[src/s16_params.svh]
`ifndef S16_PARAMS_SVH
`define S16_PARAMS_SVH

// Line where the VBLANK interrupt is raised
`define S16_VBLANK_LINE 9'd223

// Value seen when reading unmapped space
`define S16_OPEN_BUS 16'hffff

// Interrupt acknowledge function code
`define S16_FC_IACK 3'b111

// Address widths handed to the video RAMs and the ROM
`define S16_CPU_ADDR_W 12
`define S16_ROM_ADDR_W 17

`endif

[src/s16_pkg.sv]
package s16_pkg;

    // One 68000 request as seen on the main bus
    typedef struct packed {
        logic [23:1] addr;  // Word address, byte lanes come from the strobes
        logic        as_n;
        logic        rnw;
        logic        uds_n;
        logic        lds_n;
        logic [2:0]  fc;    // Function code
        logic [15:0] dout;  // CPU write data
    } cpu_bus_t;

    // Decoded area of the System 16A map
    typedef enum logic [3:0] {
        region_none,
        region_rom,
        region_vram,
        region_char,
        region_obj,
        region_pal,
        region_io,
        region_wdog,
        region_ram
    } mem_region_t;

    // Cabinet side, inputs arrive active low
    typedef struct packed {
        logic [7:0] joy1;
        logic [7:0] joy2;
        logic [1:0] start;
        logic [1:0] coin;
        logic       service;
        logic [7:0] dipsw_a;
        logic [7:0] dipsw_b;
        logic       snd_ack;
        logic       dip_test;  // Kept for service mode
    } cab_in_t;

    // I/O page from A13:12
    typedef enum logic [1:0] {
        io_latch,
        io_inputs,
        io_dips,
        io_unused
    } io_port_t;

endpackage

[src/s16_addr_decode.sv]
`timescale 1ns/1ns

module s16_addr_decode import s16_pkg::*; (
    input  logic        clk,
    input  logic        rst,
    input  cpu_bus_t    bus,
    output mem_region_t region,
    output logic        berr_n
);

    logic        as_seen;  // AS was already low on the previous edge
    mem_region_t map_region;
    logic [1:0]  a_hi;
    logic [2:0]  a_mid;

    assign a_hi  = bus.addr[23:22];
    assign a_mid = bus.addr[18:16];

    // System 16A memory map
    always_comb begin
        map_region = region_none;
        case (a_hi)
            2'd0: if (!a_mid[2]) map_region = region_rom;        // 00-03
            2'd1: begin
                case (a_mid)
                    3'd0: map_region = region_vram;              // 40
                    3'd1: map_region = region_char;              // 41
                    3'd4: map_region = region_obj;               // 44
                    default: map_region = region_none;
                endcase
            end
            2'd2: if (a_mid == 3'd4) map_region = region_pal;    // 84
            2'd3: begin
                case (a_mid)
                    3'd4: map_region = region_io;                // c4
                    3'd6: map_region = region_wdog;              // c6
                    3'd7: map_region = region_ram;               // c7
                    default: map_region = region_none;
                endcase
            end
            default: map_region = region_none;
        endcase
    end

    always_ff @(posedge clk or posedge rst) begin
        if (rst) begin
            as_seen <= 1'b0;
            region  <= region_none;
            berr_n  <= 1'b1;
        end else begin
            as_seen <= !bus.as_n;
            if (!bus.as_n && as_seen) begin
                region <= map_region;
                berr_n <= map_region != region_none;
            end else begin
                region <= region_none;  // Released with AS
                berr_n <= 1'b1;
            end
        end
    end

    // Bus error only inside a running cycle and never with a chip select
    a_berr_valid: assert property (@(posedge clk) disable iff (rst)
        !berr_n |-> region == region_none && !$past(bus.as_n));

endmodule

[src/s16_cab_io.sv]
`timescale 1ns/1ns

module s16_cab_io import s16_pkg::*; (
    input  logic       clk,
    input  logic       rst,
    input  cpu_bus_t   bus,
    input  logic       io_cs,
    input  cab_in_t    cab,
    output logic [7:0] cab_dout,
    output logic [7:0] snd_latch,
    output logic       flip,
    output logic       snd_irqn
);

    io_port_t   page;
    logic [1:0] port;
    logic       latch_we;
    logic       snd_irq;  // Inverse of the written bit 6

    // Joystick wiring of the board
    function automatic logic [7:0] sort_joy(input logic [7:0] joy);
        sort_joy = {joy[1:0], joy[3:2], joy[7], joy[5:4], joy[6]};
    endfunction

    assign page     = io_port_t'(bus.addr[13:12]);
    assign port     = bus.addr[2:1];
    assign latch_we = io_cs && !bus.rnw && !bus.lds_n && page == io_latch;
    assign snd_irqn = !snd_irq;

    // Stand-in for the 8255 output ports
    always_ff @(posedge clk or posedge rst) begin
        if (rst) begin
            snd_latch <= 8'h00;
            flip      <= 1'b0;
            snd_irq   <= 1'b0;
        end else if (latch_we) begin
            case (port)
                2'd0: snd_latch <= bus.dout[7:0];
                2'd1: begin
                    flip    <= bus.dout[7];
                    snd_irq <= !bus.dout[6];
                end
                default: ;
            endcase
        end
    end

    always_comb begin
        cab_dout = 8'hff;
        if (io_cs) begin
            case (page)
                io_latch: begin
                    case (port)
                        2'd0:    cab_dout = snd_latch;
                        2'd1:    cab_dout = {flip, snd_irqn, 6'h3f};
                        2'd2:    cab_dout = {1'b1, cab.snd_ack, 6'h3f};  // Status
                        default: cab_dout = 8'hff;
                    endcase
                end
                io_inputs: begin
                    case (port)
                        2'd0:    cab_dout = {2'b11, cab.start, cab.service, 1'b1, cab.coin};
                        2'd1:    cab_dout = sort_joy(cab.joy1);
                        2'd3:    cab_dout = sort_joy(cab.joy2);
                        default: cab_dout = 8'hff;
                    endcase
                end
                io_dips: cab_dout = bus.addr[1] ? cab.dipsw_b : cab.dipsw_a;
                default: cab_dout = 8'hff;
            endcase
        end
    end

endmodule

[src/s16_dtack.sv]
`timescale 1ns/1ns

module s16_dtack import s16_pkg::*; (
    input  logic        clk,
    input  logic        rst,
    input  logic        as_n,
    input  mem_region_t region,
    input  logic        rom_ok,
    input  logic        ram_ok,
    output logic        dtack_n
);

    logic ready;

    // SDRAM backed areas wait for their ok flag
    always_comb begin
        case (region)
            region_none:  ready = 1'b0;
            region_rom:   ready = rom_ok;
            region_ram,
            region_vram:  ready = ram_ok;
            default:      ready = 1'b1;  // Internal RAMs and I/O
        endcase
    end

    always_ff @(posedge clk or posedge rst) begin
        if (rst) begin
            dtack_n <= 1'b1;
        end else begin
            if (as_n) begin
                dtack_n <= 1'b1;
            end else if (ready) begin
                dtack_n <= 1'b0;  // Held until AS rises
            end
        end
    end

    // One edge of release is allowed after AS goes high
    a_dtack_in_cycle: assert property (@(posedge clk) disable iff (rst)
        as_n && $past(as_n) |-> dtack_n);

endmodule

[src/s16_main_bus.sv]
`timescale 1ns/1ns
`include "s16_params.svh"

module s16_main_bus import s16_pkg::*; (
    input  logic                       clk,
    input  logic                       rst,
    input  cpu_bus_t                   bus,
    input  cab_in_t                    cab,
    input  logic [15:0]                rom_data,
    input  logic [15:0]                ram_data,   // RAM or VRAM
    input  logic [15:0]                char_dout,
    input  logic [15:0]                pal_dout,
    input  logic [15:0]                obj_dout,
    input  logic                       rom_ok,
    input  logic                       ram_ok,
    input  logic [8:0]                 vdump,
    input  logic                       hstart,
    output logic [15:0]                cpu_din,
    output logic                       dtack_n,
    output logic                       berr_n,
    output logic                       irq_n,
    output logic                       rom_cs,
    output logic                       ram_cs,
    output logic                       vram_cs,
    output logic                       char_cs,
    output logic                       pal_cs,
    output logic                       objram_cs,
    output logic [`S16_ROM_ADDR_W-1:0] rom_addr,
    output logic [`S16_CPU_ADDR_W-1:0] cpu_addr,
    output logic [7:0]                 snd_latch,
    output logic                       flip,
    output logic                       snd_irqn
);

    mem_region_t region;
    logic        io_cs;
    logic [7:0]  cab_dout;

    assign rom_addr = bus.addr[17:1];
    assign cpu_addr = bus.addr[12:1];

    // One-hot selects from the registered region
    assign rom_cs    = region == region_rom;
    assign ram_cs    = region == region_ram;
    assign vram_cs   = region == region_vram;
    assign char_cs   = region == region_char;
    assign pal_cs    = region == region_pal;
    assign objram_cs = region == region_obj;
    assign io_cs     = region == region_io;

    s16_addr_decode i_addr_decode (
        .clk    (clk),
        .rst    (rst),
        .bus    (bus),
        .region (region),
        .berr_n (berr_n)
    );

    s16_dtack i_dtack (
        .clk     (clk),
        .rst     (rst),
        .as_n    (bus.as_n),
        .region  (region),
        .rom_ok  (rom_ok),
        .ram_ok  (ram_ok),
        .dtack_n (dtack_n)
    );

    s16_cab_io i_cab_io (
        .clk       (clk),
        .rst       (rst),
        .bus       (bus),
        .io_cs     (io_cs),
        .cab       (cab),
        .cab_dout  (cab_dout),
        .snd_latch (snd_latch),
        .flip      (flip),
        .snd_irqn  (snd_irqn)
    );

    s16_vblank_irq i_vblank_irq (
        .clk    (clk),
        .rst    (rst),
        .bus    (bus),
        .vdump  (vdump),
        .hstart (hstart),
        .irq_n  (irq_n)
    );

    // Sampled every edge so a late ok flag still lands with DTACK
    always_ff @(posedge clk or posedge rst) begin
        if (rst) begin
            cpu_din <= `S16_OPEN_BUS;
        end else begin
            if (ram_cs || vram_cs) cpu_din <= ram_data;
            else if (rom_cs)       cpu_din <= rom_data;
            else if (char_cs)      cpu_din <= char_dout;
            else if (pal_cs)       cpu_din <= pal_dout;
            else if (objram_cs)    cpu_din <= obj_dout;
            else if (io_cs)        cpu_din <= {8'hff, cab_dout};  // 8-bit port on D7:0
            else                   cpu_din <= `S16_OPEN_BUS;
        end
    end

endmodule

[src/s16_vblank_irq.sv]
`timescale 1ns/1ns
`include "s16_params.svh"

module s16_vblank_irq import s16_pkg::*; (
    input  logic       clk,
    input  logic       rst,
    input  cpu_bus_t   bus,
    input  logic [8:0] vdump,
    input  logic       hstart,
    output logic       irq_n
);

    logic last_hstart;
    logic iack;
    logic vb_start;

    assign iack     = bus.fc == `S16_FC_IACK && !bus.as_n;  // Level 4 acknowledge
    assign vb_start = hstart && !last_hstart && vdump == `S16_VBLANK_LINE;

    always_ff @(posedge clk or posedge rst) begin
        if (rst) begin
            last_hstart <= 1'b0;
            irq_n       <= 1'b1;
        end else begin
            last_hstart <= hstart;
            if (iack) begin
                irq_n <= 1'b1;  // Acknowledge wins
            end else if (vb_start) begin
                irq_n <= 1'b0;
            end
        end
    end

    a_no_fall_on_iack: assert property (@(posedge clk) disable iff (rst)
        $fell(irq_n) |-> !$past(iack));

endmodule

[config.mk]
export PLATFORM = sky130hd
export DESIGN_NAME = s16_main_bus
export DESIGN_NICKNAME = d
export VERILOG_FILES = /design/src/s16_pkg.sv /design/src/s16_addr_decode.sv /design/src/s16_cab_io.sv /design/src/s16_dtack.sv /design/src/s16_main_bus.sv /design/src/s16_vblank_irq.sv
export VERILOG_INCLUDE_DIRS = /design/src
export SDC_FILE = /design/constraint.sdc
export NUM_CORES = 1
export LEC_CHECK = 0
export ABC_CLOCK_PERIOD_IN_PS = 1720
export BUFFER_PORTS_ARGS = -buffer_cell sky130_fd_sc_hd__buf_4
export CORE_AREA = 2 2 95 97
export DETAILED_ROUTE_END_ITERATION = 10
export DIE_AREA = 0 0 97 99
export PLACE_DENSITY_LB_ADDON = 0.08
export SLEW_MARGIN = 20
export SYNTH_ARGS = -nofsm -noshare
export SYNTH_HDL_FRONTEND = slang
export SYNTH_SLANG_ARGS = --single-unit
[constraint.sdc]
create_clock -name clk -period 1.72 [get_ports clk]
set_input_delay 0.086 -clock clk [delete_from_list [all_inputs] [get_ports clk]]
set_output_delay 0.086 -clock clk [all_outputs]
set_load 0.03 [all_outputs]
==> results of run 1 <==
## kinds of logic after synthesis
| group | count (synthesis) | share of synthesized area [%] |
|---|---|---|
| AOI/OAI and AO/OA | 115 | 27.0 |
| and+or+nand+nor | 93 | 17.6 |
| buffers and inverters | 61 | 12.4 |
| DFF | 35 | 31.2 |
| muxes | 26 | 9.76 |
| adders and majority gates | 4 | 1.74 |
| xor gates and xnor gates | 1 | 0.304 |
## cell type report
| type | count | area (µm²) |
|---|---|---|
| repair buffers | 217 | 1680 |
| flip-flops and latches | 35 | 900 |
| well taps | 108 | 135 |
| fillers | 827 | 4030 |
| clock buffers | 7 | 96.3 |
| inverters | 9 | 33.8 |
| clock inverters | 1 | 7.51 |
| multi-input cells | 239 | 1670 |
## per-layer routing
layer | wire length (µm) | up-vias | global-route usage [%]
li1 | - | 1561 | -
met1 | 4340 | 1504 | 26.7
met2 | 5320 | 132 | 36.9
met5 | 0 | - | 0
met3 | 667 | 11 | 5.11
met4 | 95 | 0 | 4.55
## state kept, by name, indices dropped and copies added (netlist names)
signal and cells:
cpu_din 16, i_addr_decode.as_seen 1, i_addr_decode.berr_n 1, i_addr_decode.region 4
i_cab_io.flip 1, i_cab_io.snd_irq 1, i_cab_io.snd_latch 8, i_dtack.dtack_n 1
i_vblank_irq.irq_n 1, i_vblank_irq.last_hstart 1
## timing repair
| action | 4_1_cts | 5_1_grt |
|---|---|---|
| pin swaps | 0 | 1 |
| endpoints found under the hold margin | 22 | 0 |
| gates resized for setup | 6 | 6 |
| hold buffers | 7 | 0 |
| setup endpoints to repair | 3 | 6 |
## how the worst max path moves through the flow
stage                                       end  slack (ns)  cells past startpoint
after floorplan                       objram_cs        0.05                      4
after global placement    i_cab_io.snd_latch[5]        0.11                      4
after detailed placement                 rom_cs        0.07                      5
after CTS                             objram_cs        0.03                      5
after global routing                     pal_cs        0.01                      5
final                                    pal_cs        0.09                      5
## metrics by stage
| stage | hold slack [ns] | cells | utilization, % |
|---|---|---|---|
| 2_1_floorplan | 0.117 | 335 | - |
| 3_3_place_gp | 0.172 | 601 | 50.4 |
| 3_5_place_dp | 0.172 | 601 | 50.4 |
| 4_1_cts | 0.0131 | 616 | 52.6 |
| 5_1_grt | 0.00965 | 616 | 52.9 |
| 6_report | 0.0274 | 616 | 52.9 |
## cells in the mapped netlist (2+ instances only)
| cell type | number |
|---|---|
| nand3b_1 | 2 |
| and3_1 | 2 |
| ha_1 | 4 |
| buf_2 | 10 |
| a41o_1 | 2 |
| nor2b_1 | 16 |
| o22ai_1 | 24 |
| or3_1 | 3 |
| dfstp_2 | 19 |
| a2111oi_0 | 6 |
| o21ai_0 | 6 |
| a21oi_1 | 28 |
| a21o_1 | 2 |
| mux2_2 | 17 |
| o2bb2ai_1 | 6 |
| o211ai_1 | 2 |
| a211oi_1 | 8 |
| o31ai_1 | 6 |
| a22oi_1 | 17 |
| nand2_1 | 24 |
| nand3_1 | 3 |
| a32o_1 | 2 |
| nor3_1 | 9 |
| dfrtp_1 | 16 |
| nand2b_1 | 5 |
| nand4_1 | 3 |
| nor2_1 | 15 |
| inv_1 | 9 |
| buf_4 | 29 |
| mux2i_1 | 9 |
| clkbuf_1 | 12 |
## power groups by stage
stage	Clock (W)	Sequential [W]	Combinational, W
after CTS	0.000718	0.000876	0.000706
final	0.000682	0.000876	0.000704
after detailed placement	0	0.000890	0.000689
after global placement	0	0.000890	0.000683
after floorplan	0	0.000937	0.000342
after global routing	0.000751	0.000879	0.000760
==> impl_metrics.tcl, run 1 <==
set metrics [dict create \
    status "finished, final reports clean" \
    cp_data_required_time_ns 1.63 \
    clk_latency_ns 0.29 \
    postPlaceCellArea_um2 4310 \
    cp_num_buf_inv 3 \
    die_h_um 99 \
    cts_tree "yes" \
    grtUsageTotal_pct 21.2 \
    path_cells "buf_6, nand2b_4, buf_4, nor3b_2, buf_4" \
    final.setup_skew_ns 0.00895 \
    cpPeakStageDelay_ns 0.39 \
    core_area_um2 8550 \
    seqPwrFrac_pct 38.7 \
    rsz0062_at_grt "false" \
    postSynth.asyncResetShare_pct 100 \
    cp_slowest_cell "dfrtp_1" \
    finalHoldViolations 0 \
    wl_per_cell_um 16.9 \
    clk_path_buf_depth 2 \
    ys.flop_type "dfstp_2" \
    crit_path_end_kind "output pin" \
    critical_path_class "reg -> out" \
    grt_max_degree 41 \
    diodes 0 \
    reg2reg_depth 4 \
    synth_cell_type_count 50 \
    drt_iter0_drc 99 \
    yosysWarnings 0 \
    antenna_found_initial 0 \
    cts_htree_levels 2 \
    power_w 0.00226 \
    crit_path_start_kind "flop" \
    synthCells 335 \
    postRouteAntennaNets 0 \
    synth_fp_nets 518 \
    synth_area_leaders "dfstp_2 (17%), dfrtp_1 (14%), buf_4 (7.5%), mux2_2 (6.6%), o22ai_1 (5.2%)" \
    yosysTopAreaCellShare_pct 17.3 \
    port_buffers 198 \
    max_slew_margin_pct 61.5 \
    critPathLaunch "i_addr_decode.region[1]" \
    dr.pass1.iters 4 \
    cts_setup_buffers 0 \
    setup_ws_ns 0.0864 \
    syn_to_final_growth_pct 56.9 \
    gp_congestion 0.809 \
    synth_edf_count 0 \
    p_leak_nw 2.08 \
    viasPerCell 5.21 \
    setup_tns_ns 0 \
    hold_end "i_cab_io.snd_latch[1]" \
    synth.avg_cell_area_um2 8.61 \
    yosysSeqAreaShare_pct 31.2 \
    switchingPower_w 0.000641 \
    final_common_cell "buf_4" \
    ys_ff_latch 35 \
    fin_area_um2 4520 \
    die-width_um 97 \
    clockRootBuffer "clkbuf_8" \
    critPathMaxFanout 18 \
    reg2reg_from "i_addr_decode.region[0]" \
    clockPowerShare_pct 30.2 \
    pre_cts_ws_ns 0.0731 \
    p_comb_share_pct 31.1 \
    start_util_pct 33.7 \
    cts_buffers 5 \
    num_vias 3208 \
    cts.sinks 35 \
    route.detailed.drc 0 \
    intPower_w 0.00162 \
    finalCriticalPeriod_ns 1.63 \
    clkTransAtPathRegs_ns 0.08 \
    row_count 34 \
    cap_violations 0 \
    dpl.hpwl_mm 8.33 \
    min_path_type "in -> reg" \
    swShare_pct 28.3 \
    grt_pass1_wl_mm 16.6 \
    worst_slew_pin_slew_ns 0.578 \
    reg2reg_slack_ns 0.12 \
    cp.arrival_ns 1.55 \
    max-vdd-ir-drop_v 0.000301 \
    p_per_area_nw_per_um2 500 \
    clock.fmax_mhz 612 \
    io_pins 243 \
    r2r_end "i_cab_io.snd_latch[4]" \
    drv_slew 0 \
    final_cell_mix "buf_4 (206), a21oi_1 (28), o22ai_1 (24), nand2_1 (23), dfstp_2 (19)" \
    die_area_um2 9600 \
    finalCritPeriodShare_pct 95.0 \
    grt_overflow_total 0 \
    setup_viol 0 \
    synth_top_area_cell "dfstp_2" \
    layout.nets 690 \
    layout-drive-gt1-share_pct 53.0 \
    critical-path-top-delay-family "buffers and inverters" \
    min-delay-start "bus[1]" \
    min_path_cells 2 \
    grt_pass1_vias 3328 \
    routed_wl_mm 10.4 \
    synth_area_um2 2880 \
    path_common_cell "buf_4" \
]
(Power assumes the default switching activity.)
==> run 2: changes to the inputs <==
- CELL_PAD_IN_SITES_DETAIL_PLACEMENT: default -> 1
- CELL_PAD_IN_SITES_GLOBAL_PLACEMENT: default -> 2
- CORE_AREA: 2 2 95 97 -> default
- CORE_UTILIZATION: default -> 19
- DIE_AREA: 0 0 97 99 -> default
==> impl_metrics.tcl, run 2 (synthesis gave the netlist of run 1 again) <==
set metrics [dict create \
    status "complete, but fails checks" \
    failed_checks "design-rule violations" \
    core_area_um2 14700 \
    crit_path_end_kind "flop" \
    drv_slew 0 \
    row_count 44 \
    rsz0062_at_grt "true" \
    layout-drive-gt1-share_pct 54.9 \
    largest_reg_flops 16 \
    grt_max_degree 41 \
    cp_data_required_time_ns 1.91 \
    critical-path-top-delay-family "simple AND/OR/NAND/NOR gates" \
    cts_buffers 5 \
    intPower_w 0.00180 \
    swShare_pct 29.4 \
    max-vdd-ir-drop_v 0.000323 \
    drt_iter0_drc 130 \
    clock.fmax_mhz 600 \
    dpl.hpwl_mm 10.4 \
    layout.nets 701 \
    pre_cts_ws_ns -0.0551 \
    critPathLaunch "i_addr_decode.region[0]" \
    clockPowerShare_pct 36.9 \
    switchingPower_w 0.000748 \
    p_leak_nw 2.16 \
    critical_path_class "reg -> reg" \
    die_h_um 125 \
    cpPeakStageDelay_ns 0.45 \
    min_path_type "in -> reg" \
    cts_htree_levels 2 \
    routed_wl_mm 12.9 \
    crit_path_start_kind "flop" \
    clk_latency_ns 0.30 \
    clkTransAtPathRegs_ns 0.06 \
    critPathMaxFanout 3 \
    diodes 0 \
    antenna_found_initial 0 \
    finalCritPeriodShare_pct 96.9 \
    final_cell_mix "buf_4 (219), a21oi_1 (28), o22ai_1 (24), nand2_1 (23), dfstp_2 (19)" \
    fin_util_pct 32.5 \
    top_regs "cpu_din (16), i_cab_io.snd_latch (8), i_addr_decode.region (4)" \
    grt_pass1_wl_mm 19.6 \
    postRouteAntennaNets 0 \
    finalHoldViolations 0 \
    die_area_um2 15700 \
    grt_pass1_vias 3481 \
    grt_overflow_total 0 \
    dr.pass1.iters 8 \
    port_buffers 198 \
    wl_per_cell_um 18.3 \
    cts_tree "yes" \
    cap_violations 0 \
    cp_slowest_cell "dfrtp_2" \
    cp_num_buf_inv 0 \
    cts.sinks 35 \
    worst_slew_pin_slew_ns 0.602 \
    viasPerCell 4.64 \
    finalCriticalPeriod_ns 1.67 \
    p_comb_share_pct 28.6 \
    reg2reg_from "i_addr_decode.region[0]" \
    syn_to_final_growth_pct 65.5 \
    min-delay-start "ram_data[5]" \
    final_common_cell "buf_4" \
    grtUsageTotal_pct 16.4 \
    top_register "cpu_din" \
    p_per_area_nw_per_um2 534 \
    seqPwrFrac_pct 34.4 \
    cp.arrival_ns 1.85 \
    path_cells "and4bb_2, nor4b_4, nand2_1, mux2_2" \
    clk_path_buf_depth 2 \
    io_pins 243 \
    final.setup_skew_ns 0.00656 \
    num_vias 3264 \
    start_util_pct 19.6 \
    setup_viol 0 \
    max_slew_margin_pct 59.8 \
    clockRootBuffer "clkbuf_16" \
    gp_congestion 0.766 \
    route.detailed.drc 32 \
    die-width_um 125 \
    holdWs_ns 0.00471 \
    setup_ws_ns 0.0531 \
]
[run 2: cell count changes in the layout (fill, tap and decap cells not counted), moves of 2 or more]
cell / delta
a2111oi_1: +3
clkbuf_16: +6
dlygate4sd3_1: -2
a2111oi_0: -5
buf_4: +13
clkbuf_8: -7
a2111oi_2: +2
[run 2: area by class of cell]
type                       instances  area (µm²)
fill                            1730        9930
timing repair buffer             228        1770
multi-input combinational        239        1690
sequential                        35         901
tap                              184         230
clock buffer                       5         125
inverter                           9        33.8
clock inverter                     3        20.0
[run 2: path summary, 6_finish.rpt]
path	to	slack, ns	cells past startpoint
worst max-delay path	i_cab_io.flip	0.05	4
worst min-delay path	cpu_din[5]	0.005	3
worst max register to register	i_cab_io.flip	0.05	4
worst min register to register	i_dtack.dtack_n	0.54	1
max in group asynchronous	i_addr_decode.region[0]	0.87	4
min in group asynchronous	i_cab_io.snd_latch[6]	0.46	4
[run 2: timing repair]
item / in CTS / in global routing
hold buffers: 5 / 0
cloned: 0 / 1
hold endpoints to repair: 21 / 0
resized for setup: 6 / 12
pin swaps: 0 / 0
setup endpoints to repair: 5 / 18
buffers inserted: 0 / 0
[run 2: power groups by stage]
stage	logic (W)	clock network (W)	registers (W)
3_3_place_gp	0.000712	0	0.000889
2_1_floorplan	0.000342	0	0.000937
4_1_cts	0.000731	0.000978	0.000876
5_1_grt	0.000791	0.000999	0.000881
3_5_place_dp	0.000718	0	0.000890
6_report	0.000730	0.000941	0.000877
[run 2: tightest hold or removal path, delay by kind of cell]
| kind | cells | cell delay, ns |
|---|---|---|
| and+or+nand+nor | 1 | 0.04 |
| AOI/OAI and AO/OA | 1 | 0.06 |
| buffers and inverters | 1 | 0.08 |
[run 2: per-stage QoR]
step | instances | TNS (ns) | instance area [µm²] | power (W)
after detailed placement | 689 | -0.100 | 4490 | 0.00161
after global placement | 689 | -0.0714 | 4490 | 0.00160
after global routing | 703 | -0.168 | 4770 | 0.00267
after CTS | 702 | 0 | 4700 | 0.00259
final | 703 | 0 | 4770 | 0.00255
after floorplan | 335 | 0 | 2900 | 0.00128
[run 2: routing by layer]
metal | track usage, % | vias to the layer above | wire length, µm
met1 | 21.5 | 1566 | 5710
met5 | 0 | - | 0
met4 | 4.23 | 0 | 151
li1 | - | 1586 | -
met3 | 3.72 | 10 | 856
met2 | 27.1 | 102 | 6170
